===== src/verilog/vid_pkg.sv =====
/*
 constants, widths and register map of the tile line renderer
 compiled first; the rtl reaches it through vid_pkg:: names
*/
package vid_pkg;

	// screen and tile geometry
	localparam int screen_w = 64;
	localparam int screen_h = 32;
	localparam int tile_size = 8;
	localparam int tile_bits = $clog2(tile_size);
	localparam int map_dim = 16;            // tilemap entries per edge, wraps at 128 px
	localparam int map_bits = $clog2(map_dim);
	localparam int tile_count = 256;        // tile numbers an entry can hold

	// memory sizes
	localparam int map_entries = map_dim * map_dim;
	localparam int map_aw = $clog2(map_entries);
	localparam int tile_words = tile_count * tile_size; // one 32-bit word per tile row
	localparam int tile_aw = $clog2(tile_words);
	localparam int pal_entries = 32;        // 16 for layer b, 16 for layer a
	localparam int pal_aw = $clog2(pal_entries);

	// pixel output handshake
	localparam int credits_init = 4;
	localparam int pix_latency = 4;         // issue to pix_valid

	typedef logic [7:0] coord_t;
	typedef logic [7:0] scroll_t;
	typedef logic [3:0] color_idx_t;
	typedef logic [7:0] tile_no_t;
	typedef logic [23:0] rgb_t;
	typedef logic [15:0] cpu_addr_t;
	typedef logic [31:0] cpu_data_t;
	typedef logic [2:0] credit_t;

	// register word indices, addr[5:2]
	localparam int reg_layer_en = 0;
	localparam int reg_scroll_a = 1;
	localparam int reg_scroll_b = 2;

	// region codes on addr[15:12]; addr[15] alone selects tile memory
	localparam int region_regs = 0;
	localparam int region_palette = 1;
	localparam int region_map_a = 2;
	localparam int region_map_b = 3;

	typedef enum logic [0:0] {idle, run} scan_state_t;

endpackage


===== src/verilog/vid_scan_if.sv =====
/*
 per-pixel scan tag, issued once per accepted pixel
 scan control drives it, both tile fetches and the output stage read it
*/
`timescale 1ns/100ps

interface vid_scan_if;
	logic valid;             // one pixel issued this cycle
	vid_pkg::coord_t x;
	vid_pkg::coord_t y;
	logic first;             // pixel (0,0) of the frame
	logic last;              // last pixel of a line

	modport src (output valid, x, y, first, last);
	modport dst (input valid, x, y, first, last);
endinterface


===== src/verilog/vid_scan_ctrl.sv =====
/*
 frame control and raster scan, one pixel per clock in raster order
 a pixel is issued only while the sink holds a credit; the scan stalls
 in place otherwise and resumes when pix_credit returns one
*/
`timescale 1ns/100ps

module vid_scan_ctrl (
	input logic clk,
	input logic reset,
	input logic frame_start,
	input logic pix_credit,
	output logic busy,
	vid_scan_if.src scan
);

	vid_pkg::scan_state_t state;
	vid_pkg::coord_t x;
	vid_pkg::coord_t y;
	vid_pkg::credit_t credits;
	logic issue;
	logic end_of_line;
	logic end_of_frame;

	assign issue = (state == vid_pkg::run) && (credits != '0);
	assign end_of_line = (x == vid_pkg::coord_t'(vid_pkg::screen_w - 1));
	assign end_of_frame = end_of_line && (y == vid_pkg::coord_t'(vid_pkg::screen_h - 1));
	assign busy = (state == vid_pkg::run);

	always_ff @(posedge clk) begin
		if (reset) begin
			state <= vid_pkg::idle;
			x <= '0;
			y <= '0;
			credits <= vid_pkg::credit_t'(vid_pkg::credits_init);
			scan.valid <= 1'b0;
		end else begin
			// take one on issue, get one back per pulse
			credits <= credits + vid_pkg::credit_t'(pix_credit) - vid_pkg::credit_t'(issue);
			scan.valid <= issue;
			case (state)
				vid_pkg::idle: begin
					if (frame_start) begin
						state <= vid_pkg::run;
						x <= '0;
						y <= '0;
					end
				end
				vid_pkg::run: begin
					if (issue) begin
						if (end_of_line) begin
							x <= '0;
							if (end_of_frame)
								state <= vid_pkg::idle;  // frame_start ignored until here
							else
								y <= y + 1'b1;
						end else begin
							x <= x + 1'b1;
						end
					end
				end
				default: state <= vid_pkg::idle;
			endcase
		end
	end

	// tag payload, qualified by scan.valid
	always_ff @(posedge clk) begin
		if (issue) begin
			scan.x <= x;
			scan.y <= y;
			scan.first <= (x == '0) && (y == '0);
			scan.last <= end_of_line;
		end
	end

endmodule


===== src/flat_wrapper.sv =====
// flat-port wrapper written by rule: the top's interface ports become plain ports
module vid_scan_ctrl_flat 
  (clk, reset, frame_start, pix_credit, busy, scan_valid, scan_x, scan_y, scan_first, scan_last);
  vid_scan_if scan_i ();
  input logic clk;
  input logic reset;
  input logic frame_start;
  input logic pix_credit;
  output logic busy;
  output wire logic [$bits(scan_i.valid)-1:0] scan_valid;
  output wire logic [$bits(scan_i.x)-1:0] scan_x;
  output wire logic [$bits(scan_i.y)-1:0] scan_y;
  output wire logic [$bits(scan_i.first)-1:0] scan_first;
  output wire logic [$bits(scan_i.last)-1:0] scan_last;
  assign scan_valid = scan_i.valid;
  assign scan_x = scan_i.x;
  assign scan_y = scan_i.y;
  assign scan_first = scan_i.first;
  assign scan_last = scan_i.last;
  vid_scan_ctrl u_core (.clk(clk), .reset(reset), .frame_start(frame_start), .pix_credit(pix_credit), .busy(busy), .scan(scan_i));
endmodule

===== config.mk =====
export PLATFORM = sky130hd
export DESIGN_NAME = vid_scan_ctrl_flat
export DESIGN_NICKNAME = d
export VERILOG_FILES = /design/src/verilog/vid_pkg.sv /design/src/verilog/vid_scan_if.sv /design/src/verilog/vid_scan_ctrl.sv /design/src/flat_wrapper.sv
export SDC_FILE = /design/constraint.sdc
export NUM_CORES = 1
export LEC_CHECK = 0
export BUFFER_PORTS_ARGS = -buffer_cell sky130_fd_sc_hd__buf_2
export CORE_UTILIZATION = 40
export DETAILED_ROUTE_END_ITERATION = 16
export PLACE_DENSITY = 0.6
export SYNTH_ARGS = -nofsm -noshare
export SYNTH_HDL_FRONTEND = slang
export SYNTH_SLANG_ARGS = --single-unit
export TNS_END_PERCENT = 20

===== constraint.sdc =====
create_clock -name clk -period 3.7 [get_ports clk]
set_input_delay 0 -clock clk [delete_from_list [all_inputs] [get_ports clk]]
set_output_delay 0 -clock clk [all_outputs]
set_load 0.02 [all_outputs]

# Yosys cells after proc, flatten, opt, wreduce, memory -nomap -nowiden
# Index checks and enable logic that the tools add are counted.
# word_totals
register_bits	39
inputBits	4
out_inout_bits	20
wordCells	41
# op_classes
n_addsub	4
eq_ne	6
n_mux	13
n_bitwise	1
n_reduce_logical	8
# ops
op	count
8-bit two-way mux	6
8-bit one-hot mux with 2 select lines	2
8-bit by 1-bit adder with 8-bit output, second input constant	2
8-bit zero test	2
8-bit by 5-bit equality test with 1-bit output, second input constant	1
8-bit by 6-bit equality test with 1-bit output, second input constant	1
2-bit inequality test, second input constant	4
1-bit two-way mux	4
4-bit AND reduction	1
3-bit by 1-bit adder with 3-bit output	1
1-bit logical AND	3
3-bit nonzero test	1
3-bit by 1-bit subtractor with 3-bit output	1
1-bit one-hot mux with 2 select lines	1
2-bit AND reduction	1
1-bit inverter	1

# Longest topological paths before layout
# logic_depth
ltp_word	6
ltp_mapped	9
ltp_nobuf	9

# Worst setup path before layout
# OpenSTA, ideal clock, no wires.
# synth_timing
path_type	register to register
startpoint	reg u_core.credits[0]
endpoint	reg u_core.credits[2]
setup_ps	117
arrival_ps	2032
required_ps	3583
path_slack_ps	1551
stages_incl_launch_ff	10
path_buffers	0
period_less_slack_ps	2149
cell_sequence	dfxtp_1 -> o31ai_4 -> inv_4 -> nand2_1 -> o21ai_0 -> ha_1 -> fa_1 -> xnor2_1 -> xnor2_1 -> nand2b_1
# synth_via
elab_chain_len	3
word_cells_on_any_way	4
cone_classes	2 x add/sub; 2 x reduce/logical
# synth_lines
element	line	rtl
start: declaration	vid_scan_ctrl.sv:20	vid_pkg::credit_t credits;
start signal: assignment	vid_scan_ctrl.sv:35	credits <= vid_pkg::credit_t'(vid_pkg::credits_init);
start signal: assignment	vid_scan_ctrl.sv:39	credits <= credits + vid_pkg::credit_t'(pix_credit) - vid_pkg::credit_t'(issue);
3-bit nonzero test	vid_scan_ctrl.sv:25	assign issue = (state == vid_pkg::run) && (credits != '0);
1-bit logical AND	vid_scan_ctrl.sv:25	
via u_core.issue	vid_scan_ctrl.sv:21	logic issue;
3-bit by 1-bit subtractor with 3-bit output	vid_scan_ctrl.sv:39	
# The timed path passes the listed nets, and every way through them passes these cells.
# A chain may end at the register's enable or synchronous reset.

# Worst setup path after layout
# Same ends and word-level chain as after synthesis.

==> flow_summary.json <==
{
  "status": "completed",
  "dp_cells": 226,
  "core-area_um2": 4120,
  "fin_crit_sh_pct": 65.2,
  "path_class": "flip-flop to flip-flop",
  "hpwl_um": 2320,
  "netlist_instances": 160,
  "ctsResizeCount": 0,
  "p_leak_nw": 0.707,
  "insertion_delay_ns": 0.29,
  "cts_tree": "yes",
  "ys_seq_area_share_pct": 54.3,
  "rr_worst_depth": 9,
  "synth_cell_type_count": 39,
  "fmax_mhz": 414,
  "grt_max_degree": 28,
  "synth_area_leaders": "edfxtp_1 31%, dfxtp_1 24%, ha_1 3.5%",
  "drc_errors": 0,
  "antenna_found_initial": 0,
  "post-route-min-period_ns": 2.41,
  "cts_max_level": 2,
  "skew_ns": 0.00441,
  "cts_sinks": 39,
  "initial_core_util_pct": 43.0,
  "drv_cap": 0,
  "cp-end-kind": "flip-flop",
  "yosysTopAreaCell": "edfxtp_1",
  "portBuffers": 23,
  "finalWirelength_um": 3430,
  "crit_top_cell": "xnor2_1",
  "via_count": 1344,
  "setup_viol_count_final": 0,
  "synth_fp_nets": 170,
  "worst_pin_slew_ns": 1.02,
  "async_flop_share_pct": 0,
  "diodes": 0,
  "post-place-ws_ns": 1.27,
  "die_x_um": 68.5,
  "grt_pass1_vias": 1156,
  "place_area_um2": 1910,
  "clkTransAtPathRegs_ns": 0.08,
  "slowest_stage": "o31ai_4",
  "syn_area_um2": 1770,
  "min_path_type": "input pin to flip-flop",
  "io_pins": 24,
  "clockBufferDepth": 2,
  "grt_pass1_wl_um": 5480,
  "synth_ff_type": "dfxtp_1",
  "viasPerCell": 5.74,
  "layoutNonFillerInstCount": 234,
  "areaGrowthSynthToFinish_pct": 12.8,
  "worstPathRequired_ns": 3.89,
  "synth_top_area_share_pct": 30.5,
  "num_rows": 23,
  "rsz0062_at_grt": "false",
  "track_usage_pct": 16.0,
  "ys.warnings.count": 0,
  "startpoint_type": "flip-flop",
  "yosys.cell_count.top_type": "dfxtp_1",
  "drive_above_1_share_pct": 21.2,
  "synth_edf_count": 18,
  "setup_ws_ns": 1.29,
  "synth_common_cells": "21 x dfxtp_1, 18 x edfxtp_1, 10 x nand3_1, 9 x inv_1",
  "hold_viol": 0,
  "postRouteAntennaNets": 0,
  "cts_hold_buffers": 0,
  "avgSynthCellArea_um2": 11.1,
  "place.gp.congestion": 0.809,
  "cp.arrival_ns": 2.60,
  "first_pass_iters": 4,
  "stdcell_area_um2": 2000,
  "max_stage_delay_ns": 0.46,
  "die_height_um": 68.5,
  "slew_headroom_pct": 31.2,
  "cts_root_buf": "clkbuf_8",
  "tns_ns": 0,
  "ys_ff_latch": 39,
  "grt_overflow": 0,
  "die-area_um2": 4700,
  "cts_buffers": 5,
  "hold_depth": 3,
  "finalMaxSlewViolations": 0,
  "cellPowerDensity_nw_per_um2": 469,
  "routedWlPerCell_um": 14.6,
  "fin_nets": 193,
  "drtIter0Drc": 118,
  "crit_chain": "o31ai_4 > inv_4 > nand2_1 > o21ai_0 > ha_1 > fa_1 > xnor2_1 > xnor2_1 > nand2b_1",
  "peakVddDrop_mv": 0.180,
  "crit_fanout": 27,
  "postCtsSetupBuffers": 0
}
[path summary, 6_finish.rpt]
| path | from | end | slack, ns |
|---|---|---|---|
| worst min-delay path | pix_credit | u_core.credits[0] | 0.06 |
| worst max register to register | u_core.credits[0] | u_core.credits[2] | 1.29 |
| worst max-delay path | u_core.credits[0] | u_core.credits[2] | 1.29 |
| worst min register to register | u_core.x[4] | u_core.scan.x[4] | 0.51 |
[critical path, delay by kind of cell (launching register included)]
| kind | cells | cell delay [ns] |
|---|---|---|
| DFF | 1 | 0.34 |
| and+or+nand+nor | 2 | 0.23 |
| xor gates and xnor gates | 2 | 0.32 |
| AOI/OAI and AO/OA | 2 | 0.57 |
| adders and majority gates | 2 | 0.60 |
| buffers and inverters | 1 | 0.24 |
[registers in the layout, indices dropped and copies added, names as in the netlist]
signal,count
u_core.busy,1
u_core.scan.x,8
u_core.scan.first,1
u_core.scan.valid,1
u_core.y,8
u_core.credits,3
u_core.x,8
u_core.scan.y,8
u_core.scan.last,1
[kinds of logic after synthesis]
kind of cell	after synthesis	synth area share [%]
compound gates	37	15.1
fa+ha+maj	6	4.66
flops	39	54.3
xor+xnor	3	1.48
buf+inv	17	4.52
simple gates	58	19.9
[metrics by stage]
step | hold slack, ns | power [W] | utilization, %
finish | 0.0645 | 0.000936 | 48.5
global route | 0.121 | 0.000975 | 48.5
CTS | 0.0770 | 0.000945 | 48.5
detailed placement | 0.383 | 0.000661 | 46.4
global placement | 0.343 | 0.000655 | 46.4
floorplan | 0.184 | 0.000620 | -
[cell type report]
class                   instances  area, um2
inverters                      10       40.0
multi-input cells             104        729
clock inverters                 3       20.0
flip-flops and latches         39        961
repair buffers                 23        115
clock buffers                   5       68.8
fillers                       406       2120
well taps                      50       62.6
[routing by layer]
layer	track usage [%]	part of all wire, %	vias up
met2	24.0	47	41
met3	5.26	6.2	6
li1	-	-	660
met5	0	0	-
met4	5.73	1.4	0
met1	21.6	46	637
[power breakdown]
| group | internal (W) | switching, W | leakage (nW) | total (W) |
|---|---|---|---|---|
| Combinational | 0.0000504 | 0.0000903 | 0.324 | 0.000141 |
| Sequential | 0.000486 | 0.0000230 | 0.343 | 0.000509 |
| Clock | 0.000131 | 0.000155 | 0.0402 | 0.000286 |
[cell usage in the layout (no fill, tap or decap), types with 4 or more instances in the layout]
master	count
a21oi_1	8
a31oi_1	6
buf_2	23
clkbuf_8	5
dfxtp_1	21
edfxtp_1	18
ha_1	5
inv_1	9
nand2_1	8
nand2b_1	6
nand3_1	10
nor2_1	5
nor3_1	6
o211ai_1	4
o21ai_0	6
or4_1	6
(Power assumes the default switching activity.)
