**src/verilog/vid_pkg.sv**
```systemverilog
/*
 constants, widths and register map of the tile line renderer
 compiled first; the rtl reaches it through vid_pkg:: names
*/
package vid_pkg;

	// screen and tile geometry
	localparam int screen_w = 64;
	localparam int screen_h = 32;
	localparam int tile_size = 8;
	localparam int tile_bits = $clog2(tile_size);
	localparam int map_dim = 16;            // tilemap entries per edge, wraps at 128 px
	localparam int map_bits = $clog2(map_dim);
	localparam int tile_count = 256;        // tile numbers an entry can hold

	// memory sizes
	localparam int map_entries = map_dim * map_dim;
	localparam int map_aw = $clog2(map_entries);
	localparam int tile_words = tile_count * tile_size; // one 32-bit word per tile row
	localparam int tile_aw = $clog2(tile_words);
	localparam int pal_entries = 32;        // 16 for layer b, 16 for layer a
	localparam int pal_aw = $clog2(pal_entries);

	// pixel output handshake
	localparam int credits_init = 4;
	localparam int pix_latency = 4;         // issue to pix_valid

	typedef logic [7:0] coord_t;
	typedef logic [7:0] scroll_t;
	typedef logic [3:0] color_idx_t;
	typedef logic [7:0] tile_no_t;
	typedef logic [23:0] rgb_t;
	typedef logic [15:0] cpu_addr_t;
	typedef logic [31:0] cpu_data_t;
	typedef logic [2:0] credit_t;

	// register word indices, addr[5:2]
	localparam int reg_layer_en = 0;
	localparam int reg_scroll_a = 1;
	localparam int reg_scroll_b = 2;

	// region codes on addr[15:12]; addr[15] alone selects tile memory
	localparam int region_regs = 0;
	localparam int region_palette = 1;
	localparam int region_map_a = 2;
	localparam int region_map_b = 3;

	typedef enum logic [0:0] {idle, run} scan_state_t;

endpackage

```
**src/verilog/vid_cpu_regs.sv**
```systemverilog
/*
 cpu slave port: region decode, control registers and readback mux
 ready follows a request by one cycle and holds while the request does;
 writes need all four byte strobes
*/
`timescale 1ns/100ps

module vid_cpu_regs (
	input logic clk,
	input logic reset,
	input vid_pkg::cpu_addr_t addr,
	input vid_pkg::cpu_data_t din,
	input logic [3:0] wstrb,
	input logic ren,
	output vid_pkg::cpu_data_t dout,
	output logic ready,
	output logic wr_palette,
	output logic wr_map_a,
	output logic wr_map_b,
	output logic wr_tiles,
	input vid_pkg::rgb_t rd_palette,
	input vid_pkg::tile_no_t rd_map_a,
	input vid_pkg::tile_no_t rd_map_b,
	input vid_pkg::cpu_data_t rd_tiles,
	output logic [1:0] layer_en,
	output vid_pkg::scroll_t scroll_ax,
	output vid_pkg::scroll_t scroll_ay,
	output vid_pkg::scroll_t scroll_bx,
	output vid_pkg::scroll_t scroll_by
);

	logic req;
	logic req_q;
	logic wr_ok;
	logic [3:0] region;
	logic [3:0] reg_idx;
	logic sel_regs, sel_palette, sel_map_a, sel_map_b, sel_tiles;
	logic regs_q, palette_q, map_a_q, map_b_q, tiles_q;
	logic [3:0] reg_idx_q;

	assign req = (wstrb != 4'b0000) || ren;
	assign wr_ok = &wstrb;
	assign region = addr[15:12];
	assign reg_idx = addr[5:2];

	assign sel_tiles = addr[15];
	assign sel_regs = (region == 4'(vid_pkg::region_regs));
	assign sel_palette = (region == 4'(vid_pkg::region_palette));
	assign sel_map_a = (region == 4'(vid_pkg::region_map_a));
	assign sel_map_b = (region == 4'(vid_pkg::region_map_b));

	assign wr_palette = wr_ok && sel_palette;
	assign wr_map_a = wr_ok && sel_map_a;
	assign wr_map_b = wr_ok && sel_map_b;
	assign wr_tiles = wr_ok && sel_tiles;   // both layer copies

	assign ready = req_q && req;

	always_ff @(posedge clk) begin
		if (reset) begin
			req_q <= 1'b0;
			layer_en <= 2'b00;
			scroll_ax <= '0;
			scroll_ay <= '0;
			scroll_bx <= '0;
			scroll_by <= '0;
		end else begin
			req_q <= req;
			if (wr_ok && sel_regs) begin
				case (reg_idx)
					4'(vid_pkg::reg_layer_en): layer_en <= din[1:0];
					4'(vid_pkg::reg_scroll_a): begin
						scroll_ax <= din[7:0];
						scroll_ay <= din[23:16];
					end
					4'(vid_pkg::reg_scroll_b): begin
						scroll_bx <= din[7:0];
						scroll_by <= din[23:16];
					end
					default: ;  // unmapped word
				endcase
			end
		end
	end

	// select delayed to meet the one-cycle memory read
	always_ff @(posedge clk) begin
		regs_q <= sel_regs;
		palette_q <= sel_palette;
		map_a_q <= sel_map_a;
		map_b_q <= sel_map_b;
		tiles_q <= sel_tiles;
		reg_idx_q <= reg_idx;
	end

	always_comb begin
		dout = '0;
		if (tiles_q) begin
			dout = rd_tiles;
		end else if (palette_q) begin
			dout = vid_pkg::cpu_data_t'(rd_palette);
		end else if (map_a_q) begin
			dout = vid_pkg::cpu_data_t'(rd_map_a);
		end else if (map_b_q) begin
			dout = vid_pkg::cpu_data_t'(rd_map_b);
		end else if (regs_q) begin
			case (reg_idx_q)
				4'(vid_pkg::reg_layer_en): dout = vid_pkg::cpu_data_t'(layer_en);
				4'(vid_pkg::reg_scroll_a): dout = {8'h00, scroll_ay, 8'h00, scroll_ax};
				4'(vid_pkg::reg_scroll_b): dout = {8'h00, scroll_by, 8'h00, scroll_bx};
				default: dout = '0;
			endcase
		end
	end

endmodule

```
**config.mk**
```make
export PLATFORM = sky130hd
export DESIGN_NAME = vid_cpu_regs
export DESIGN_NICKNAME = d
export VERILOG_FILES = /design/src/verilog/vid_pkg.sv /design/src/verilog/vid_cpu_regs.sv
export SDC_FILE = /design/constraint.sdc
export NUM_CORES = 1
export LEC_CHECK = 0
export BUFFER_PORTS_ARGS = -buffer_cell sky130_fd_sc_hd__buf_2
export CORE_ASPECT_RATIO = 1.4
export CORE_MARGIN = 5
export CORE_UTILIZATION = 40
export DETAILED_ROUTE_END_ITERATION = 6
export PLACE_DENSITY = 0.84
export SLEW_MARGIN = 10
export SYNTH_ARGS = -nofsm -noshare
export SYNTH_HDL_FRONTEND = slang
export SYNTH_SLANG_ARGS = --single-unit
export TNS_END_PERCENT = 30
```
**constraint.sdc**
```tcl
create_clock -name clk -period 1.8 [get_ports clk]
set_input_delay 0.27 -clock clk [delete_from_list [all_inputs] [get_ports clk]]
set_output_delay 0.27 -clock clk [all_outputs]
set_load 0.01 [all_outputs]
```
Yosys cells after proc, flatten, opt, wreduce, memory -nomap -nowiden
Index checks and enable logic that the tools add are counted.
Widths: inputs -> output; s select.
{"block": "classes", "n_reduce_logical": 15, "n_eq_ne": 7, "muxes": 6}
{"cell": "$mux 24", "count": 4}
{"cell": "$pmux 24 s3", "count": 1}
{"cell": "$mux 32", "count": 1}
{"cell": "$eq 4x2->1 const B", "count": 4}
{"cell": "$eq 4x1->1 const B", "count": 3}
{"cell": "$logic_not 4->1", "count": 3}
{"cell": "$logic_and 1x1->1", "count": 6}
{"cell": "$reduce_and 2->1", "count": 3}
{"cell": "$reduce_and 4->1", "count": 1}
{"cell": "$reduce_bool 4->1", "count": 1}
{"cell": "$logic_or 1x1->1", "count": 1}
{"block": "totals", "out_inout_bits": 71, "input_bits": 127, "regBits": 44}

Logic depth before layout (Yosys ltp)
Gate-level depths: netlist of run 1.
{"block": "logic_depth", "depth_word": 7, "depth_mapped": 5, "ltp_nobuf": 3}

Worst setup path before layout of run 1
Ideal clock, no wire load.
{"block": "synth_timing", "kind": "reg2out", "from": "reg reg_idx_q[3]", "to": "out dout[16]", "arrival_time_ns": 1.257, "n_path_buf": 0, "setup_slack_ns": 0.273, "stages_incl_launch_ff": 4, "path_cell_list": "dfxtp_1 > nor4b_2 > nand4_1 > o21ai_0"}
{"block": "synth_via", "elab_chain_cells": 7, "elab_cells_between_ends": 9, "classes_between": "eq/ne: 2; mux: 6; reduce/logical: 1"}
{"item": "from (decl)", "line": "vid_cpu_regs.sv:39", "text": "logic [3:0] reg_idx_q;"}
{"item": "from (signal assigned)", "line": "vid_cpu_regs.sv:93", "text": "reg_idx_q <= reg_idx;"}
{"item": "$eq 4x2->1 (tied with other cells)", "line": "vid_cpu_regs.sv:107", "text": "case (reg_idx_q)"}
{"item": "$pmux 24 s3 *", "line": "vid_cpu_regs.sv:107"}
{"item": "$mux 24 *", "line": "vid_cpu_regs.sv:106", "text": "end else if (regs_q) begin"}
{"item": "$mux 24 *", "line": "vid_cpu_regs.sv:104", "text": "end else if (map_b_q) begin"}
{"item": "$mux 24 *", "line": "vid_cpu_regs.sv:102", "text": "end else if (map_a_q) begin"}
{"item": "$mux 24 *", "line": "vid_cpu_regs.sv:100", "text": "end else if (palette_q) begin"}
{"item": "$mux 32 *", "line": "vid_cpu_regs.sv:98", "text": "if (tiles_q) begin"}
{"item": "to (decl)", "line": "vid_cpu_regs.sv:15", "text": "output vid_pkg::cpu_data_t dout,"}
Every way passes the cells marked *; elsewhere a longest branch is shown, timed or not.

Final worst setup path of run 1
{"block": "layout_timing", "from": "reg reg_idx_q[2]", "to": "out dout[1]"}
Same word-level chain as after synthesis.

==> results of run 1 <==
==> power by group <==
| part | internal, µW | switching [µW] |
|---|---|---|
| clock | 418 | 344 |
| sequential | 983 | 13.1 |
| combinational | 195 | 180 |
| total | 1600 | 537 |
==> metal layers <==
layer	part of all wire, %	up-vias	global-route usage, %	wire length (µm)
met4	2.2	2	7.37	189
met5	0.13	-	0	11
met2	55	120	39.0	4840
met1	35	1336	20.2	3050
li1	-	1364	-	-
met3	7.4	16	5.03	644
==> final timing paths <==
check	from	end	slack, ns	cells after the start
max	reg_idx_q[2]	dout[1]	-0.05	5
min	addr[2]	reg_idx_q[0]	0.12	1
min reg2reg	layer_en[1]	layer_en[1]	0.49	2
max reg2reg	scroll_bx[4]	scroll_bx[4]	1.13	2
==> cells in the final DEF (no fill, tap or decap), types with 2 or more instances in the layout <==
cell and count:
a22oi_1 29, nand2b_1 52, o22ai_1 6, nor2b_1 4
clkbuf_8 5, o21ai_1 5, o21ai_0 4, dfxtp_1 38
and4_1 3, and2_1 9, nor2_1 7, buf_4 9
buf_2 173, and3b_1 12, mux2i_1 34, a21o_1 2
a22o_1 8, inv_1 2, nor3_1 3, o221ai_1 3
nand2_1 5, o221ai_2 6, nor2b_4 2, buf_12 2
dfxtp_2 5
==> final cells by class <==
| class | count | area share (%) |
|---|---|---|
| flip-flops and latches | 44 | 23.7 |
| inverters | 2 | 0.200 |
| clock buffers | 5 | 1.83 |
| repair buffers | 185 | 26.2 |
| well taps | 72 | 2.40 |
| clock inverters | 3 | 1.23 |
| multi-input cells | 210 | 44.4 |
==> timing repair <==
action,in CTS,in global routing
pin swaps,3,4
setup endpoints to repair,16,16
resized for setup,21,10
==> through the flow <==
stage          instances  instance area, µm²  power, µW  hold WS, ns
3_5_place_dp         513                3530       1380        0.416
5_1_grt              521                3760       2220        0.103
4_1_cts              521                3720       2140        0.104
2_1_floorplan        276                2550       1170        0.298
6_report             521                3760       2130        0.118
3_3_place_gp         513                3530       1370        0.414
==> flip-flops by register name, summed over array words and instances (netlist names), 2 cells and up <==
signal,flops
scroll_ax,8
scroll_ay,8
scroll_bx,8
scroll_by,8
reg_idx_q,4
layer_en,2
==> kinds of logic (layout without fill, tap and decap cells) <==
logic type / Yosys count / count (layout) / synth area share, %
simple gates: 109 / 109 / 28.5
compound gates: 65 / 65 / 18.9
flops: 44 / 44 / 34.5
mux: 36 / 36 / 14.2
buf+inv: 22 / 195 / 3.83
==> summary.txt, run 1 <==
Floorplan
  • Initial core utilization: 41.1%
  • Core Rows: 34
  • Chip width: 77.5 µm
  • IO Pins: 198
  • Die Y: 104 µm
  • Die footprint: 8090 µm²
  • Core footprint: 6210 µm²

Global route
  • GRT Total Usage: 20.3%
  • Largest net degree at the start of global routing: 52
  • Gr ovfl total: 0
  • Initial antenna violation count: 1
  • First-pass GRT wire length: 13.3 mm
  • Number of global-route vias before repair: 2,818

Yosys
  • FFs w/ async S/R, synth: 0%
  • Sequential area share after synthesis: 34.5%
  • Post-Synthesis Cells: 276
  • Largest cells by area after synthesis: dfxtp_1 35%, mux2i_1 13%, nand2b_1 13%
  • Post-synth top area share: 34.5%
  • Mapped cell area: 2550 µm²
  • EDFF count, synth: 0
  • Most frequent cell after synthesis: nand2b_1
  • Top cells by count, synth: 52 x nand2b_1, 44 x dfxtp_1, 34 x mux2i_1, 29 x a22oi_1, 16 x clkbuf_1
  • Post-synthesis cell type count: 31
  • Yosys warning count: 0
  • Largest area contributor in the netlist: dfxtp_1
  • Ys flop type: dfxtp_1
  • Avg Inst Size Synth: 9.24 µm²
  • Synth Register Bits: 44
  • Net Count, Synth: 403

Clock tree
  • Worst-path clk slew: 0.09 ns
  • Post-CTS Setup Inserts: 0
  • Clk sinks: 44
  • Inserted Clock Buffers: 5
  • Clock Latency Late Sink: 0.29 ns
  • Root Buffer: clkbuf_8
  • Hold_buf cts: 0
  • CTS tree: built
  • CTS Buffer Depth: 2
  • H-Tree Depth: 2

Worst setup path
  • Worst Path Required: 1.53 ns
  • Worst Setup End Kind: output port
  • Slowest CP cell: dfxtp_2
  • Worst Setup Path Type: register to output port
  • CP max FO: 3
  • Crit path launch type: register
  • Max incr delay on CP: 0.35 ns
  • Worst path bufs/invs: 2
  • Family with the most delay on the worst path: flip-flops
  • Critical path arrival: 1.58 ns
  • Crit-path cells: nor4b_4, buf_4, o221ai_1, o21ai_1, buf_2

Layout
  • Share of cells above drive strength 1: 48.8%
  • Register area: 891 µm²
  • Multi-input logic area: 1670 µm²
  • Area delta synth->final: 47.4%
  • FILL cells: 553
  • Final core utilization: 60.5%
  • ANT cells: 0
  • NumNets Final: 575

Status
  • Outcome: complete, but fails checks
  • Failing checks: negative setup slack

Timing
  • Final worst slack: -0.0512 ns
  • Final Setup Violations: 13
  • Slew HR: 59.0%
  • Min Tclk post-route: 1.85 ns
  • Final Hold Vio Count: 0
  • Final Max Slew Viols: 0
  • Worst-Margin Slew: 0.615 ns
  • Fmax: 540 MHz
  • Setup TNS Final: -0.373 ns
  • Final period util: 103%
  • Clock skew: 0 ns
  • RSZ-0062 raised after global routing: true

Detailed routing
  • Average wire per cell in the routed design: 16.8 µm
  • Final WL: 8.74 mm
  • 1st-iter DRT viols: 117
  • Drt pass-1 iters: 4
  • Vias per inst: 5.45
  • DRT antenna net count: 0
  • DR vias: 2,838
  • # DRC: 0

Place
  • Place WS: 0.123 ns
  • GPL Wtd Cong: 0.845
  • PortBufs: 173
  • Post-DP HPWL: 6.82 mm

Power
  • Pwr Density: 567 nW/µm²
  • VDD IR max: 0.000394 V
  • Static leakage power: 0.00190 µW

Run
  • Max_cap viols: 0

Min path
  • Hold WC Path Type: input port to register
Power figures use the tool's default switching activity.
==> inputs of run 2 (changes only) <==
- CORE_UTILIZATION: 40 -> 30
- GPL_TIMING_DRIVEN: not set -> 1
- PLACE_DENSITY: 0.84 -> 0.67
==> run 2 against run 1 <==
  * The flow still finishes with violations (negative setup slack)
  * Worst hold slack improved by 0.020 ns
  * Via count increased by 0.18%
  * Non-clock buffer count increased by 13
  * Combinational power increased by 5.3%
  * Critical path type unchanged
  * Highest routed layer is now met4
==> summary.txt, run 2 (same netlist as run 1, synthesis figures left out) <==
Global route
  • Initial antenna violation count: 0 (-1)
  • Gr ovfl total: 0 (unchanged)
  • Number of global-route vias before repair: 2,784 (-1.2%)
  • First-pass GRT wire length: 13.6 mm (+2.4%)
  • GRT Total Usage: 16.4% (-3.9 points)
  • Largest net degree at the start of global routing: 52 (unchanged)

Floorplan
  • Initial core utilization: 30.9% (-10 points)
  • Die footprint: 10,500 µm² (+29%)
  • Chip width: 87.9 µm (+13%)
  • IO Pins: 198 (unchanged)
  • Core footprint: 8250 µm² (+33%)
  • Core Rows: 39 (+15%)
  • Die Y: 119 µm (+14%)

Timing
  • Final period util: 103% (+0.51 points)
  • Final worst slack: -0.0604 ns (-0.00925 ns)
  • Final Setup Violations: 11 (-2)
  • Final Hold Vio Count: 0 (unchanged)
  • Final Max Slew Viols: 0 (unchanged)
  • Slew HR: 58.9% (about the same)
  • Fmax: 538 MHz (-0.50%)
  • Setup TNS Final: -0.178 ns (+0.195 ns)
  • Worst-Margin Slew: 0.616 ns (+0.000575 ns)
  • Clock skew: 0 ns (unchanged)
  • Min Tclk post-route: 1.86 ns (+0.00925 ns)
  • RSZ-0062 raised after global routing: true

Layout
  • Share of cells above drive strength 1: 51.1% (+2.3 points)
  • Most frequent cells in the layout: 173 x buf_2, 52 x nand2b_1, 39 x dfxtp_1, 34 x mux2i_1, 27 x a22oi_1
  • ANT cells: 0 (unchanged)
  • Register area: 890 µm² (-0.14%)
  • Most common cell after layout, fill and taps aside: buf_2
  • NumNets Final: 588 (+2.3%)
  • Finished Layout Cells: 564 (+8.3%)
  • Area delta synth->final: 55.5%
  • FILL cells: 865 (+56%)
  • Final core utilization: 48.1% (-12 points)
  • Multi-input logic area: 1730 µm² (+3.3%)

Place
  • PortBufs: 173 (unchanged)
  • GPL Wtd Cong: 0.791 (-6.4%)
  • Post-DP HPWL: 7.46 mm (+9.4%)
  • Placed insts: 551 (+7.4%)
  • Place WS: 0.0902 ns (-0.0326 ns)

Clock tree
  • CTS Buffer Depth: 2 (unchanged)
  • H-Tree Depth: 2 (unchanged)
  • Clk sinks: 44 (unchanged)
  • Hold_buf cts: 0 (unchanged)
  • CTS tree: built
  • Root Buffer: clkbuf_16
  • Clock Latency Late Sink: 0.28 ns (about the same)
  • Inserted Clock Buffers: 5 (unchanged)
  • Worst-path clk slew: 0.06 ns (-0.03 ns)

Power
  • Total power: 2280 µW (+6.8%)
  • Static leakage power: 0.00199 µW (+4.7%)
  • Comb pwr share: 17.3% (-0.2 points)
  • Switching share of power: 23.4% (-1.8 points)
  • Pwr Density: 574 nW/µm² (+1.2%)
  • VDD IR max: 0.000451 V (+15%)
  • P_int: 1740 µW (+9.4%)
  • Net switching power figure: 533 µW (-0.79%)
  • Reg power frac: 43.7% (-3.0 points)
  • Clock Power Share: 39.0% (+3.2 points)

Worst setup path
  • Worst Path Required: 1.53 ns (about the same)
  • CP max FO: 3 (unchanged)
  • Critical path arrival: 1.59 ns (about the same)
  • Crit path launch type: register
  • Worst Setup End Kind: output port
  • Worst Setup Path Type: register to output port

Status
  • Outcome: complete, but fails checks
  • Failing checks: negative setup slack

Min path
  • Hold WC Path Type: input port to register

Detailed routing
  • Vias per inst: 5.04 (-7.5%)
  • Drt pass-1 iters: 4 (unchanged)
  • Average wire per cell in the routed design: 16.3 µm (-2.8%)
  • # DRC: 0 (unchanged)
  • Final WL: 9.20 mm (+5.3%)
  • 1st-iter DRT viols: 82 (-30%)
  • DR vias: 2,843 (+0.18%)
  • DRT antenna net count: 0 (unchanged)

Run
  • Max_cap viols: 0 (unchanged)
## run 2: cell types whose count changed in the layout (fill, tap and decap cells not counted), moves of 4 or more
| cell | before | now |
|---|---|---|
| o21ai_2 | 0 | 6 |
| buf_4 | 9 | 23 |
| clkbuf_8 | 5 | 1 |
| o21ai_0 | 4 | 0 |
| clkbuf_16 | 0 | 5 |
## run 2: final timing paths
check / startpoint / end / slack [ns] / cells after the start
worst max-delay path: reg_idx_q[2] / dout[23] / -0.06 / 5
worst min-delay path: addr[3] / reg_idx_q[1] / 0.14 / 1
worst max register to register: scroll_by[0] / scroll_by[0] / 1.10 / 2
worst min register to register: layer_en[1] / layer_en[1] / 0.49 / 2
## run 2: layer usage
layer	wire length, µm	up-vias	track usage, %	share of wire (%)
met5	0	-	0	0
met4	199	0	5.95	2.2
met3	810	13	4.35	8.8
met2	4710	126	29.6	51
met1	3480	1313	17.9	38
li1	-	1391	-	-
## run 2: per-stage QoR
step	cell area [µm²]	hold slack, ns
floorplan	2550	0.298
global placement	3620	0.412
detailed placement	3620	0.423
CTS	3860	0.129
global route	3970	0.133
finish	3970	0.139
## run 2: cell type report
| cell class | instances | area share [%] |
|---|---|---|
| clock buffers | 8 | 3.69 |
| inverters | 2 | 0.189 |
| multi-input cells | 210 | 43.5 |
| flip-flops and latches | 44 | 22.4 |
| well taps | 102 | 3.22 |
| repair buffers | 198 | 27.0 |
## run 2: power by group through the flow
stage	Clock [µW]	Sequential, µW	Combinational, µW
CTS	923	995	381
global placement	0	1010	360
global route	965	997	429
floorplan	0	1010	163
finish	887	996	394
detailed placement	0	1010	369
## run 2: what timing repair did
action / in CTS / in global routing
setup endpoints to repair: 21 / 19
buffers inserted: 2 / 3
pin swaps: 9 / 6
resized for setup: 26 / 18
## run 2: worst max-delay path, stage by stage, from the launching register on
cell	delay (ns)
dfxtp_2	0.33
nor4b_4	0.28
nand4_1	0.21
buf_4	0.20
o221ai_2	0.13
buf_2	0.15
