[src/verilog/vid_pkg.sv]
/*
 constants, widths and register map of the tile line renderer
 compiled first; the rtl reaches it through vid_pkg:: names
*/
package vid_pkg;

	// screen and tile geometry
	localparam int screen_w = 64;
	localparam int screen_h = 32;
	localparam int tile_size = 8;
	localparam int tile_bits = $clog2(tile_size);
	localparam int map_dim = 16;            // tilemap entries per edge, wraps at 128 px
	localparam int map_bits = $clog2(map_dim);
	localparam int tile_count = 256;        // tile numbers an entry can hold

	// memory sizes
	localparam int map_entries = map_dim * map_dim;
	localparam int map_aw = $clog2(map_entries);
	localparam int tile_words = tile_count * tile_size; // one 32-bit word per tile row
	localparam int tile_aw = $clog2(tile_words);
	localparam int pal_entries = 32;        // 16 for layer b, 16 for layer a
	localparam int pal_aw = $clog2(pal_entries);

	// pixel output handshake
	localparam int credits_init = 4;
	localparam int pix_latency = 4;         // issue to pix_valid

	typedef logic [7:0] coord_t;
	typedef logic [7:0] scroll_t;
	typedef logic [3:0] color_idx_t;
	typedef logic [7:0] tile_no_t;
	typedef logic [23:0] rgb_t;
	typedef logic [15:0] cpu_addr_t;
	typedef logic [31:0] cpu_data_t;
	typedef logic [2:0] credit_t;

	// register word indices, addr[5:2]
	localparam int reg_layer_en = 0;
	localparam int reg_scroll_a = 1;
	localparam int reg_scroll_b = 2;

	// region codes on addr[15:12]; addr[15] alone selects tile memory
	localparam int region_regs = 0;
	localparam int region_palette = 1;
	localparam int region_map_a = 2;
	localparam int region_map_b = 3;

	typedef enum logic [0:0] {idle, run} scan_state_t;

endpackage

[src/verilog/vid_scan_if.sv]
/*
 per-pixel scan tag, issued once per accepted pixel
 scan control drives it, both tile fetches and the output stage read it
*/
`timescale 1ns/100ps

interface vid_scan_if;
	logic valid;             // one pixel issued this cycle
	vid_pkg::coord_t x;
	vid_pkg::coord_t y;
	logic first;             // pixel (0,0) of the frame
	logic last;              // last pixel of a line

	modport src (output valid, x, y, first, last);
	modport dst (input valid, x, y, first, last);
endinterface

[src/verilog/vid_dpram.sv]
/*
 dual-port synchronous ram: one cpu write/read port and one read-only
 render port, both reads registered with one cycle of latency
 sized per use through width and depth
*/
`timescale 1ns/100ps

module vid_dpram #(
	parameter int width = 8,
	parameter int depth = 256
) (
	input logic clk,
	input logic wr_en,
	input logic [$clog2(depth)-1:0] wr_addr,
	input logic [width-1:0] wr_data,
	input logic [$clog2(depth)-1:0] a_addr,
	output logic [width-1:0] a_data,
	input logic [$clog2(depth)-1:0] b_addr,
	output logic [width-1:0] b_data
);

	logic [width-1:0] mem [depth];

	always_ff @(posedge clk) begin
		if (wr_en) begin
			mem[wr_addr] <= wr_data;
		end
		a_data <= mem[a_addr];   // cpu readback
		b_data <= mem[b_addr];   // render side
	end

endmodule

[src/verilog/vid_pixel_out.sv]
/*
 layer composition and palette lookup
 layer a over layer b, index 0 is transparent, entry 0 is the backdrop;
 the scan tag is delayed to meet the palette read on the output
*/
`timescale 1ns/100ps

module vid_pixel_out (
	input logic clk,
	input logic reset,
	vid_scan_if.dst scan,
	input logic [1:0] layer_en,
	input vid_pkg::color_idx_t index_a,
	input vid_pkg::color_idx_t index_b,
	input vid_pkg::cpu_addr_t cpu_addr,
	input vid_pkg::cpu_data_t cpu_din,
	input logic wr_palette,
	output vid_pkg::rgb_t rd_palette,
	output logic pix_valid,
	output logic pix_first,
	output logic pix_last,
	output vid_pkg::rgb_t pix_data
);

	// last stage lines up with the palette data
	logic [vid_pkg::pix_latency-1:0] valid_pipe;
	logic [vid_pkg::pix_latency-1:0] first_pipe;
	logic [vid_pkg::pix_latency-1:0] last_pipe;
	logic [vid_pkg::pal_aw-1:0] pal_idx;

	always_comb begin
		if (layer_en[0] && index_a != '0)
			pal_idx = {1'b1, index_a};   // upper half for layer a
		else if (layer_en[1] && index_b != '0)
			pal_idx = {1'b0, index_b};
		else
			pal_idx = '0;
	end

	// read data register doubles as the output colour register
	vid_dpram #(
		.width($bits(vid_pkg::rgb_t)),
		.depth(vid_pkg::pal_entries)
	) palette (
		.clk(clk),
		.wr_en(wr_palette),
		.wr_addr(cpu_addr[2 +: vid_pkg::pal_aw]),
		.wr_data(cpu_din[$bits(vid_pkg::rgb_t)-1:0]),
		.a_addr(cpu_addr[2 +: vid_pkg::pal_aw]),
		.a_data(rd_palette),
		.b_addr(pal_idx),
		.b_data(pix_data)
	);

	always_ff @(posedge clk) begin
		if (reset)
			valid_pipe <= '0;
		else
			valid_pipe <= {valid_pipe[vid_pkg::pix_latency-2:0], scan.valid};
	end

	always_ff @(posedge clk) begin
		first_pipe <= {first_pipe[vid_pkg::pix_latency-2:0], scan.first};
		last_pipe <= {last_pipe[vid_pkg::pix_latency-2:0], scan.last};
	end

	assign pix_valid = valid_pipe[vid_pkg::pix_latency-1];
	assign pix_first = first_pipe[vid_pkg::pix_latency-1];
	assign pix_last = last_pipe[vid_pkg::pix_latency-1];

endmodule

[src/flat_wrapper.sv]
// flat-port wrapper written by rule: the top's interface ports become plain ports
module vid_pixel_out_flat 
  (clk, reset, layer_en, index_a, index_b, cpu_addr, cpu_din, wr_palette, rd_palette, pix_valid, pix_first, pix_last, pix_data, scan_valid, scan_x, scan_y, scan_first, scan_last);
  vid_scan_if scan_i ();
  input logic clk;
  input logic reset;
  input logic [1:0] layer_en;
  input vid_pkg::color_idx_t index_a;
  input vid_pkg::color_idx_t index_b;
  input vid_pkg::cpu_addr_t cpu_addr;
  input vid_pkg::cpu_data_t cpu_din;
  input logic wr_palette;
  output vid_pkg::rgb_t rd_palette;
  output logic pix_valid;
  output logic pix_first;
  output logic pix_last;
  output vid_pkg::rgb_t pix_data;
  input wire logic [$bits(scan_i.valid)-1:0] scan_valid;
  input wire logic [$bits(scan_i.x)-1:0] scan_x;
  input wire logic [$bits(scan_i.y)-1:0] scan_y;
  input wire logic [$bits(scan_i.first)-1:0] scan_first;
  input wire logic [$bits(scan_i.last)-1:0] scan_last;
  assign scan_i.valid = scan_valid;
  assign scan_i.x = scan_x;
  assign scan_i.y = scan_y;
  assign scan_i.first = scan_first;
  assign scan_i.last = scan_last;
  vid_pixel_out u_core (.clk(clk), .reset(reset), .scan(scan_i), .layer_en(layer_en), .index_a(index_a), .index_b(index_b), .cpu_addr(cpu_addr), .cpu_din(cpu_din), .wr_palette(wr_palette), .rd_palette(rd_palette), .pix_valid(pix_valid), .pix_first(pix_first), .pix_last(pix_last), .pix_data(pix_data));
endmodule
[config.mk]
export PLATFORM = sky130hd
export DESIGN_NAME = vid_pixel_out_flat
export DESIGN_NICKNAME = d
export VERILOG_FILES = /design/src/verilog/vid_pkg.sv /design/src/verilog/vid_scan_if.sv /design/src/verilog/vid_dpram.sv /design/src/verilog/vid_pixel_out.sv /design/src/flat_wrapper.sv
export SDC_FILE = /design/constraint.sdc
export NUM_CORES = 1
export LEC_CHECK = 0
export BUFFER_PORTS_ARGS = -buffer_cell sky130_fd_sc_hd__buf_4
export CORE_MARGIN = 1
export CORE_UTILIZATION = 51
export CTS_CLUSTER_SIZE = 16
export DETAILED_ROUTE_END_ITERATION = 7
export PLACE_DENSITY = 0.78
export SYNTH_ARGS = -nofsm -noshare
export SYNTH_HDL_FRONTEND = slang
export SYNTH_SLANG_ARGS = --single-unit
[constraint.sdc]
create_clock -name clk -period 3.95 [get_ports clk]
set_input_delay 0.395 -clock clk [delete_from_list [all_inputs] [get_ports clk]]
set_output_delay 0.395 -clock clk [all_outputs]
set_load 0.02 [all_outputs]
After elaboration in Yosys (flattened, before gate mapping)
Memory sizes are Yosys's and may differ from the RTL's. A register that Yosys moved wholly into a read port is not among the register bits.
Cells that the tools add are included.
- mux-type cells: 4
- reduce and logical (&&, ||, !) cells: 4
- operators with widths (cell ; number):
    4-bit nonzero test ; 2
    5-bit 2-to-1 mux ; 1
    4-bit 2-to-1 mux ; 1
    1-bit logical AND ; 2
    1-bit 2-to-1 mux ; 2
- logic and storage cells: 12
- RAM bits: 768
- input bits: 80
- memories: 1
- register bits: 12
- memories (name ; depth ; bits a word ; read ports ; clocked after memory_dff ; write ports ; RTL line ; source):
    u_core.palette.mem ; 32 ; 24 ; 2 ; 2 ; 1 ; vid_dpram.sv:22 ; logic [width-1:0] mem [depth];

Depth between registers and ports, before layout
Gate-level depths: netlist of the first run.
- depth in word-level cells: 4
- mapped depth: 10

Hierarchy
From an unflattened synthesis of the first run, not the netlist that was laid out.
- cells, all modules: 2634
- area, all modules: 38000.2 um^2
- modules (own cells, without submodules) (module ; cells an instance ; area each (um^2) ; times used ; seq. area each (um^2)):
    vid_dpram ; 2608 ; 37644.9 ; 1 ; 24023.0
    vid_pixel_out ; 26 ; 355.3 ; 1 ; 240.2

Worst setup path after synthesis of the first run
OpenSTA, ideal clock, no wires.
- path kind: in2reg
- start: input port cpu_addr[3]
- end: memory u_core.palette.mem[0][0] in the netlist's numbering (enable)
- setup slack: 916 ps
- arrival time: 2629 ps
- stages: 6
- data required time: 3545 ps
- cells stage by stage: buf_2 > buf_2 > buf_1 > or3b_2 > clkbuf_1 > nor2_1
- RTL lines (what ; RTL line ; source):
    start: declaration ; flat_wrapper.sv:10 ; input vid_pkg::cpu_addr_t cpu_addr;
    end: declaration ; vid_dpram.sv:22 ;
Straight into the memory's write port.

Worst setup path after layout of the first run
- start: input port index_a[2]
- end: register u_core.palette.b_data[22], read port of u_core.palette.mem
- longest elaborated chain between the ends: 3
- ends and longest elaborated chain (what ; RTL line ; source):
    start: declaration ; flat_wrapper.sv:8 ; input vid_pkg::color_idx_t index_a;
    4-bit nonzero test ; vid_pixel_out.sv:32 ; if (layer_en[0] && index_a != '0)
    1-bit logical AND ; vid_pixel_out.sv:32 ;
    5-bit 2-to-1 mux * ; vid_pixel_out.sv:32 ;
    end: declaration ; vid_dpram.sv:19 ; output logic [width-1:0] b_data
Mark *: on every way between the ends. The rest lies on a longest branch, timed or not.
A chain may end at the register's enable or synchronous reset.

==> results.md, run 1 <==
- Leakage power: approximately 14 nW
- Actual slew at the worst max-slew pin: 1330 ps
- FF+latch count, synth: 828
- Commonest cells in the synthesized netlist: edfxtp_1 (768), nand2_1 (376), mux4_2 (192)
- CP Launch Type: primary input
- Post-synthesis compound-gate area fraction: under 10%
- Initial Util: approximately 52%
- Die width: around 270 um
- Total clock sinks: approximately 830
- Xor/xnor share of the synthesized area: 0%
- Finished Core Util: 59.1%
- Peak Freq: 0.361 GHz
- IO Port Bufs: 95
- Top Ports: ~130
- Rows: 97
- Die Ht: between 200 and 300 um
- Slew Limit Fails: 0
- Layout cell share with drive strength beyond 1: between 20 and 25%
- First-pass GRT wire length: 170000 um
- Core box area: 70400 um^2
- EDFF count, synth: roughly 770
- Fin nets: 2646
- # setup viols final: 0
- DP Cell Count: 3418
- Count leader, synth: edfxtp_1
- Design area: approximately 42000 um^2
- Worst Path Required: ~4400 ps
- Slew headroom: 11.4%
- Adder-cell share of the synthesized area: 0%
- Worst Path Buf+Inv: 2
- Mux share of post-synthesis cell area: 12.4%
- Detailed Route WL: between 100000 and 150000 um
- DP HPWL: 70500 um
- Worst path slowest cell: a31oi_4
- Synth Cell Area: roughly 36000 um^2
- Clock Skew: between 30 and 40 ps
- Vias per cell: ~7.4
- Tot GR Track Use: approximately a third
- Setup TNS: 0 ps
- Root buffer cell: clkbuf_16
- DRC: 0
- Yosys top cell area share: 63.3%
- Main combinational cell family by area after synthesis: multiplexers
- Post-Syn Nets: about 2.5k
- Clk buf depth: 3
- Top cells by area, synth: edfxtp_1 (63%), mux4_2 (12%), nand2_1 (3.9%)
- Max incr delay on CP: 700 ps
- Clock buffer count from CTS: 82
- Outcome: finished clean
- Final hold violation count: 0
- Setup WS post-layout: 1180 ps
- Worst hold margin: between 100 and 150 ps
- Worst hold-check path type: primary input to register
- Iter 0 DRT Violations: about 6.1k
- Pwr/cell area: 469 nW/um^2
- Area Overhead vs Synth: 14.1%
- Clock latency on the worst-skew pair: roughly 660 ps
- Die area: ~72000 um^2
- Count of cell types in the netlist: slightly above 60
- Ys Warns: 0
- Syn Inst Count: about 2.5k
- CTS tree: done
- Endpoint class of the critical path: register
- TritonRoute pass-1 iters: 8
- GPL Wtd Cong: approximately 0.94
- Vias: between 20k and 30k
- Max-cap viol count: 0
- Setup CP Type: primary input to register
- Antenna-violating nets left: 0
- Seq/Total Area, Yosys: between 60% and 70%
- Drt wl/cell: 33.1 um
- Clock slew seen by the registers of the worst setup and hold paths: 70 ps
- Largest net degree at the start of global routing: ~140
- CTS H-tree lvls: 3
- Non-Filler Instances: about 3.6k
- Final period util: approximately 70%
- Max VDD drop: a little over 0.5 mV
- Vias in the first global route: between 20k and 30k
- Antenna violations before repair: 8
- CP top delay family: compound AO/OA/AOI/OAI gates
- CP Data Arrival Time: 3250 ps
- Worst slack at placement: 717 ps
- Pwr Total: slightly below 20 mW
- Mean post-synth cell area: around 15 um^2
- CP cell instances: buf_4 > or3_4 > a31oi_4 > buf_12 > nor2_1 > o32ai_1 > o22ai_1 > a211oi_1
- CP Max Fanout: 43
- Setup Buffers After CTS: 0
- GRT Residual Overflow: 0
- Crit path time final: around 2800 ps
- RSZ-0062 raised after global routing: false
- Dpl cell area: roughly 39000 um^2
- Top_reg_cell synth: edfxtp_1
- Post-synth top area cell: edfxtp_1
- Simple-gate share of the synthesized area: roughly an eighth
- Share of flip-flops with an asynchronous set or reset: 0%
==> layout make-up <==
class	instances	area (um^2)
repair buffers	211	1830
diodes	3	7.51
well taps	940	1180
multi-input cells	1438	11600
clock inverters	50	448
inverters	5	18.8
flip-flops and latches	828	24300
clock buffers	102	2250
fillers	5120	28800
==> power breakdown <==
| group | leakage (nW) | switching (mW) | total [mW] | internal (mW) |
|---|---|---|---|---|
| sequential | 7.42 | 0.0964 | 9.86 | 9.76 |
| clock | 1.33 | 3.48 | 7.85 | 4.37 |
| combinational | 4.74 | 1.19 | 1.81 | 0.619 |
==> state kept, by name, indices dropped and copies added, names as in the netlist <==
| register | cells |
|---|---|
| u_core.palette.mem | 768 |
| u_core.palette.a_data | 24 |
| u_core.palette.b_data | 24 |
| u_core.first_pipe | 4 |
| u_core.last_pipe | 4 |
| u_core.valid_pipe | 4 |
==> cell usage in the layout, fill, tap and decap left out, drive strengths merged, types with 5 or more instances in the layout <==
cell type  synthesis  layout
a22oi            101     101
a21oi             30      30
edfxtp           768     768
nand3            167     167
nand2            376     376
nor2              99      99
a32oi             11      11
mux2i             19      19
nor2b              8       8
clkinv             0      39
a31oi              9       9
nand4             63      63
a221oi            98      98
nor3             114     114
inv                5       9
buf               98     206
and2              19      19
o22ai             20      20
nor4              40      40
clkbuf            96     103
mux4             192     192
dfxtp             60      60
a22o               5       5
o21ai             15      15
==> per-layer routing <==
metal	wire [um]	up-vias	share of wire, %	global-route usage (%)
met4	7720	10	6.5	17.2
met5	63	-	0.053	0
met2	53200	2784	45	49.1
met1	38000	12776	32	41.7
met3	19400	605	16	10.1
li1	-	10145	-	-
==> cells by family after synthesis <==
| family | count (synthesis) |
|---|---|
| AO/OA/AOI/OAI | 317 |
| buffers and inverters | 199 |
| flip-flops | 828 |
| multiplexers | 212 |
| AND/OR/NAND/NOR | 909 |
==> worst paths after layout <==
kind | endpoint | cells after the start | from | slack [ps]
worst max register to register | u_core.palette.b_data[22] | 5 | u_core.palette.mem[31][22] | 2050
worst max-delay path | u_core.palette.b_data[22] | 8 | index_a[2] | 1180
worst min register to register | u_core.first_pipe[1] | 0 | u_core.first_pipe[0] | 330
worst min-delay path | u_core.palette.mem[0][19] | 1 | cpu_din[19] | 140
==> repair_timing <==
action,4_1_cts,5_1_grt
gates resized for setup,0,0
endpoints found under the setup margin,0,0
endpoints found under the hold margin,6,0
hold buffers,4,0
(Power assumes the default switching activity.)
==> run 2, diff against run 1 <==
==> constraint.sdc (replaced) <==
create_clock -name clk -period 2.73 [get_ports clk]
set_input_delay 0.273 -clock clk [delete_from_list [all_inputs] [get_ports clk]]
set_output_delay 0.273 -clock clk [all_outputs]
set_load 0.02 [all_outputs]
==> results.md, run 2 (synthesis results as in run 1) <==
- Outcome: finished clean
- GRT Residual Overflow: 0 (unchanged)
- Biggest register: u_core.palette.mem
- Clk pwr share: 41.7% (+1.5 points)
- DP HPWL: 72800 um (+3.2%)
- Largest net degree at the start of global routing: 61 (-55%)
- Switching pwr: 6.99 mW (+47%)
- CP Data Arrival Time: 2610 ps (-640 ps)
- RSZ-0062 raised after global routing: false
- Layout cell share with drive strength beyond 1: 24.8% (+1.9 points)
- Setup Buffers After CTS: 0 (unchanged)
- Vias per cell: 7.25 (-1.5%)
- Most common cell after layout, fill and taps aside: edfxtp_1
- Iter 0 DRT Violations: 5174 (-16%)
- Actual slew at the worst max-slew pin: 1010 ps (-317 ps)
- Fillcell total: 5027 (-1.8%)
- Dpl cell area: 39700 um^2 (+2.3%)
- Peak Freq: 0.484 GHz
- CTS tree: done
- Detailed Route WL: 121000 um (+2.6%)
- Cells on worst reg2reg path: 3 (-2)
- Max VDD drop: 0.563 mV (+11%)
- Worst path slowest cell: o21ai_0
- Initial Util: 51.7% (unchanged)
- Vias: 26.4k (+0.47%)
- Largest register FFs: 768 (unchanged)
- Worst hold-check path type: primary input to register
- Pint: 22.2 mW (+50%)
- FF+latch area: 24300 um^2 (unchanged)
- Footprint of the multi-input gates: 11600 um^2 (about the same)
- Clk buf depth: 3 (unchanged)
- GPL Wtd Cong: 0.970 (+2.6%)
- CP cell instances: buf_4 > nand2_1 > o21ai_0 > buf_4 > a221oi_1 > a2111oi_0 > nand4_1 > nor3_1
- Fin nets: 2712 (+2.5%)
- IO Port Bufs: 95 (unchanged)
- Die width: 269 um (unchanged)
- Clock Skew: 35.9 ps (+4.69 ps)
- FF-to-FF End: u_core.palette.a_data[21]
- # setup viols final: 0 (unchanged)
- Worst R2R Start: u_core.palette.mem[25][21]
- Worst Hold Launch: cpu_din[5]
- Clock buffer count from CTS: 83 (+1.2%)
- Comb power frac: 9.4% (about the same)
- Clock latency on the worst-skew pair: 670 ps (about the same)
- Crit path from: layer_en[1]
- Pwr/cell area: 683 nW/um^2 (+46%)
- Reg-to-reg slack, setup: 870 ps (-1180 ps)
- Crit path time final: roughly 2100 ps
- Top Ports: 131 (unchanged)
- Power share of the sequential group: 49.0% (-1.5 points)
- Slew Limit Fails: 0 (unchanged)
- Clock slew seen by the registers of the worst setup and hold paths: 70 ps (about the same)
- Worst hold stages: 1 (unchanged)
- Endpoint class of the critical path: register
- Total clock sinks: 828 (unchanged)
- Setup CP Type: primary input to register
- Pwr Total: 29.2 mW (+49%)
- Max incr delay on CP: 600 ps (-100 ps)
- Design area: 42700 um^2 (+2.6%)
- Leakage power: 14.0 nW (+3.9%)
- Setup TNS: 0 ps (unchanged)
- DRC: 0 (unchanged)
- Max-cap viol count: 0 (unchanged)
- Vias in the first global route: 26.2k (+2.9%)
- Antenna violations before repair: 9 (+1)
- Worst Path Required: 3270 ps (-1160 ps)
- CP Max Fanout: 7 (-84%)
- Largest regs: u_core.palette.mem: 768 flops, u_core.palette.a_data: 24 flops, u_core.palette.b_data: 24 flops
- First-pass GRT wire length: 175000 um (+2.9%)
- Switching Fraction: 24.0% (-0.46 points)
- Tot GR Track Use: 33.3% (+0.99 points)
- Final period util: about three quarters
- Slew headroom: 32.5% (+21 points)
- TritonRoute pass-1 iters: 7 (-1)
- Final hold violation count: 0 (unchanged)
- WHS Endpoint: u_core.palette.mem[21][5]
- CTS H-tree lvls: 3 (unchanged)
- Critical Path Most Common Cell: buf_4
- Die area: 72500 um^2 (unchanged)
- Rows: 97 (unchanged)
- Root buffer cell: clkbuf_16
- Core box area: 70400 um^2 (unchanged)
- Antenna-violating nets left: 0 (unchanged)
- Die Ht: 269 um (unchanged)
- Commonest non-fill, non-tap cells in the layout: edfxtp_1 (768), nand2_1 (375), buf_4 (219)
- CP Launch Type: primary input
- Area Overhead vs Synth: 17.2%
- Drt wl/cell: 33.3 um (+0.63%)
-- run 2: cell types whose count changed in the layout (fill, tap and decap cells not counted), moves of 2 or more --
cell / previous run / this run
diode_2: 3 / 7
buf_12: 18 / 50
buf_4: 187 / 219
clkbuf_16: 86 / 84
clkinv_2: 23 / 18
clkinv_8: 4 / 2
bufinv_16: 4 / 11
clkinv_4: 2 / 0
clkbuf_8: 5 / 13
-- run 2: power by group through the flow --
stage | combinational [mW] | clock, mW | sequential, mW
after global placement | 2.57 | 0 | 14.5
after global routing | 2.82 | 12.6 | 14.3
final | 2.73 | 12.2 | 14.3
after detailed placement | 2.64 | 0 | 14.5
after floorplan | 1.28 | 0 | 14.6
after CTS | 2.66 | 12.1 | 14.3
-- run 2: metal layers --
metal / vias to the layer above / track usage, % / share of wire [%] / wire (um)
met5: - / 0 / 0.045 / 55
met2: 2689 / 50.6 / 45 / 55200
li1: 10253 / - / - / -
met1: 12895 / 40.6 / 31 / 38200
met3: 599 / 11.6 / 16 / 19200
met4: 8 / 21.4 / 7.3 / 8820
-- run 2: worst max-delay path, delay by kind of cell --
family / cells / cell delay, ps
AOI/OAI and AO/OA: 3 / 1200
and+or+nand+nor: 3 / 640
buffers and inverters: 2 / 470
-- run 2: final cells by class --
cell class,instances,share of cell area [%]
Inverter,5,0.0440
Timing Repair Buffer,276,6.38
Sequential cell,828,56.9
Clock inverter,46,1.36
Tap cell,940,2.76
Clock buffer,108,5.42
Multi-Input combinational cell,1438,27.1
Antenna cell,7,0.0410
-- run 2: stage by stage --
step                      hold slack (ps)  util (%)  setup WS, ps  instances
after floorplan                       301         -          -182       2465
after global placement                311      56.4          75.0       3482
after detailed placement              312      56.4          80.3       3482
after CTS                            1.74      60.6           717       3641
after global routing                 16.8      60.6           613       3645
final                                17.0      60.6           662       3648
-- run 2: worst max path at each step --
stage	end	cells past startpoint
6_report	u_core.palette.b_data[14]	8
5_1_grt	u_core.palette.b_data[4]	8
4_1_cts	u_core.palette.b_data[14]	8
3_5_place_dp	u_core.palette.b_data[13]	9
3_3_place_gp	u_core.palette.b_data[13]	9
2_1_floorplan	u_core.palette.mem[0][0]	6
-- run 2: repair_timing --
item / CTS / global route
resized for setup: 0 / 0
hold endpoints to repair: 15 / 0
hold buffers: 5 / 0
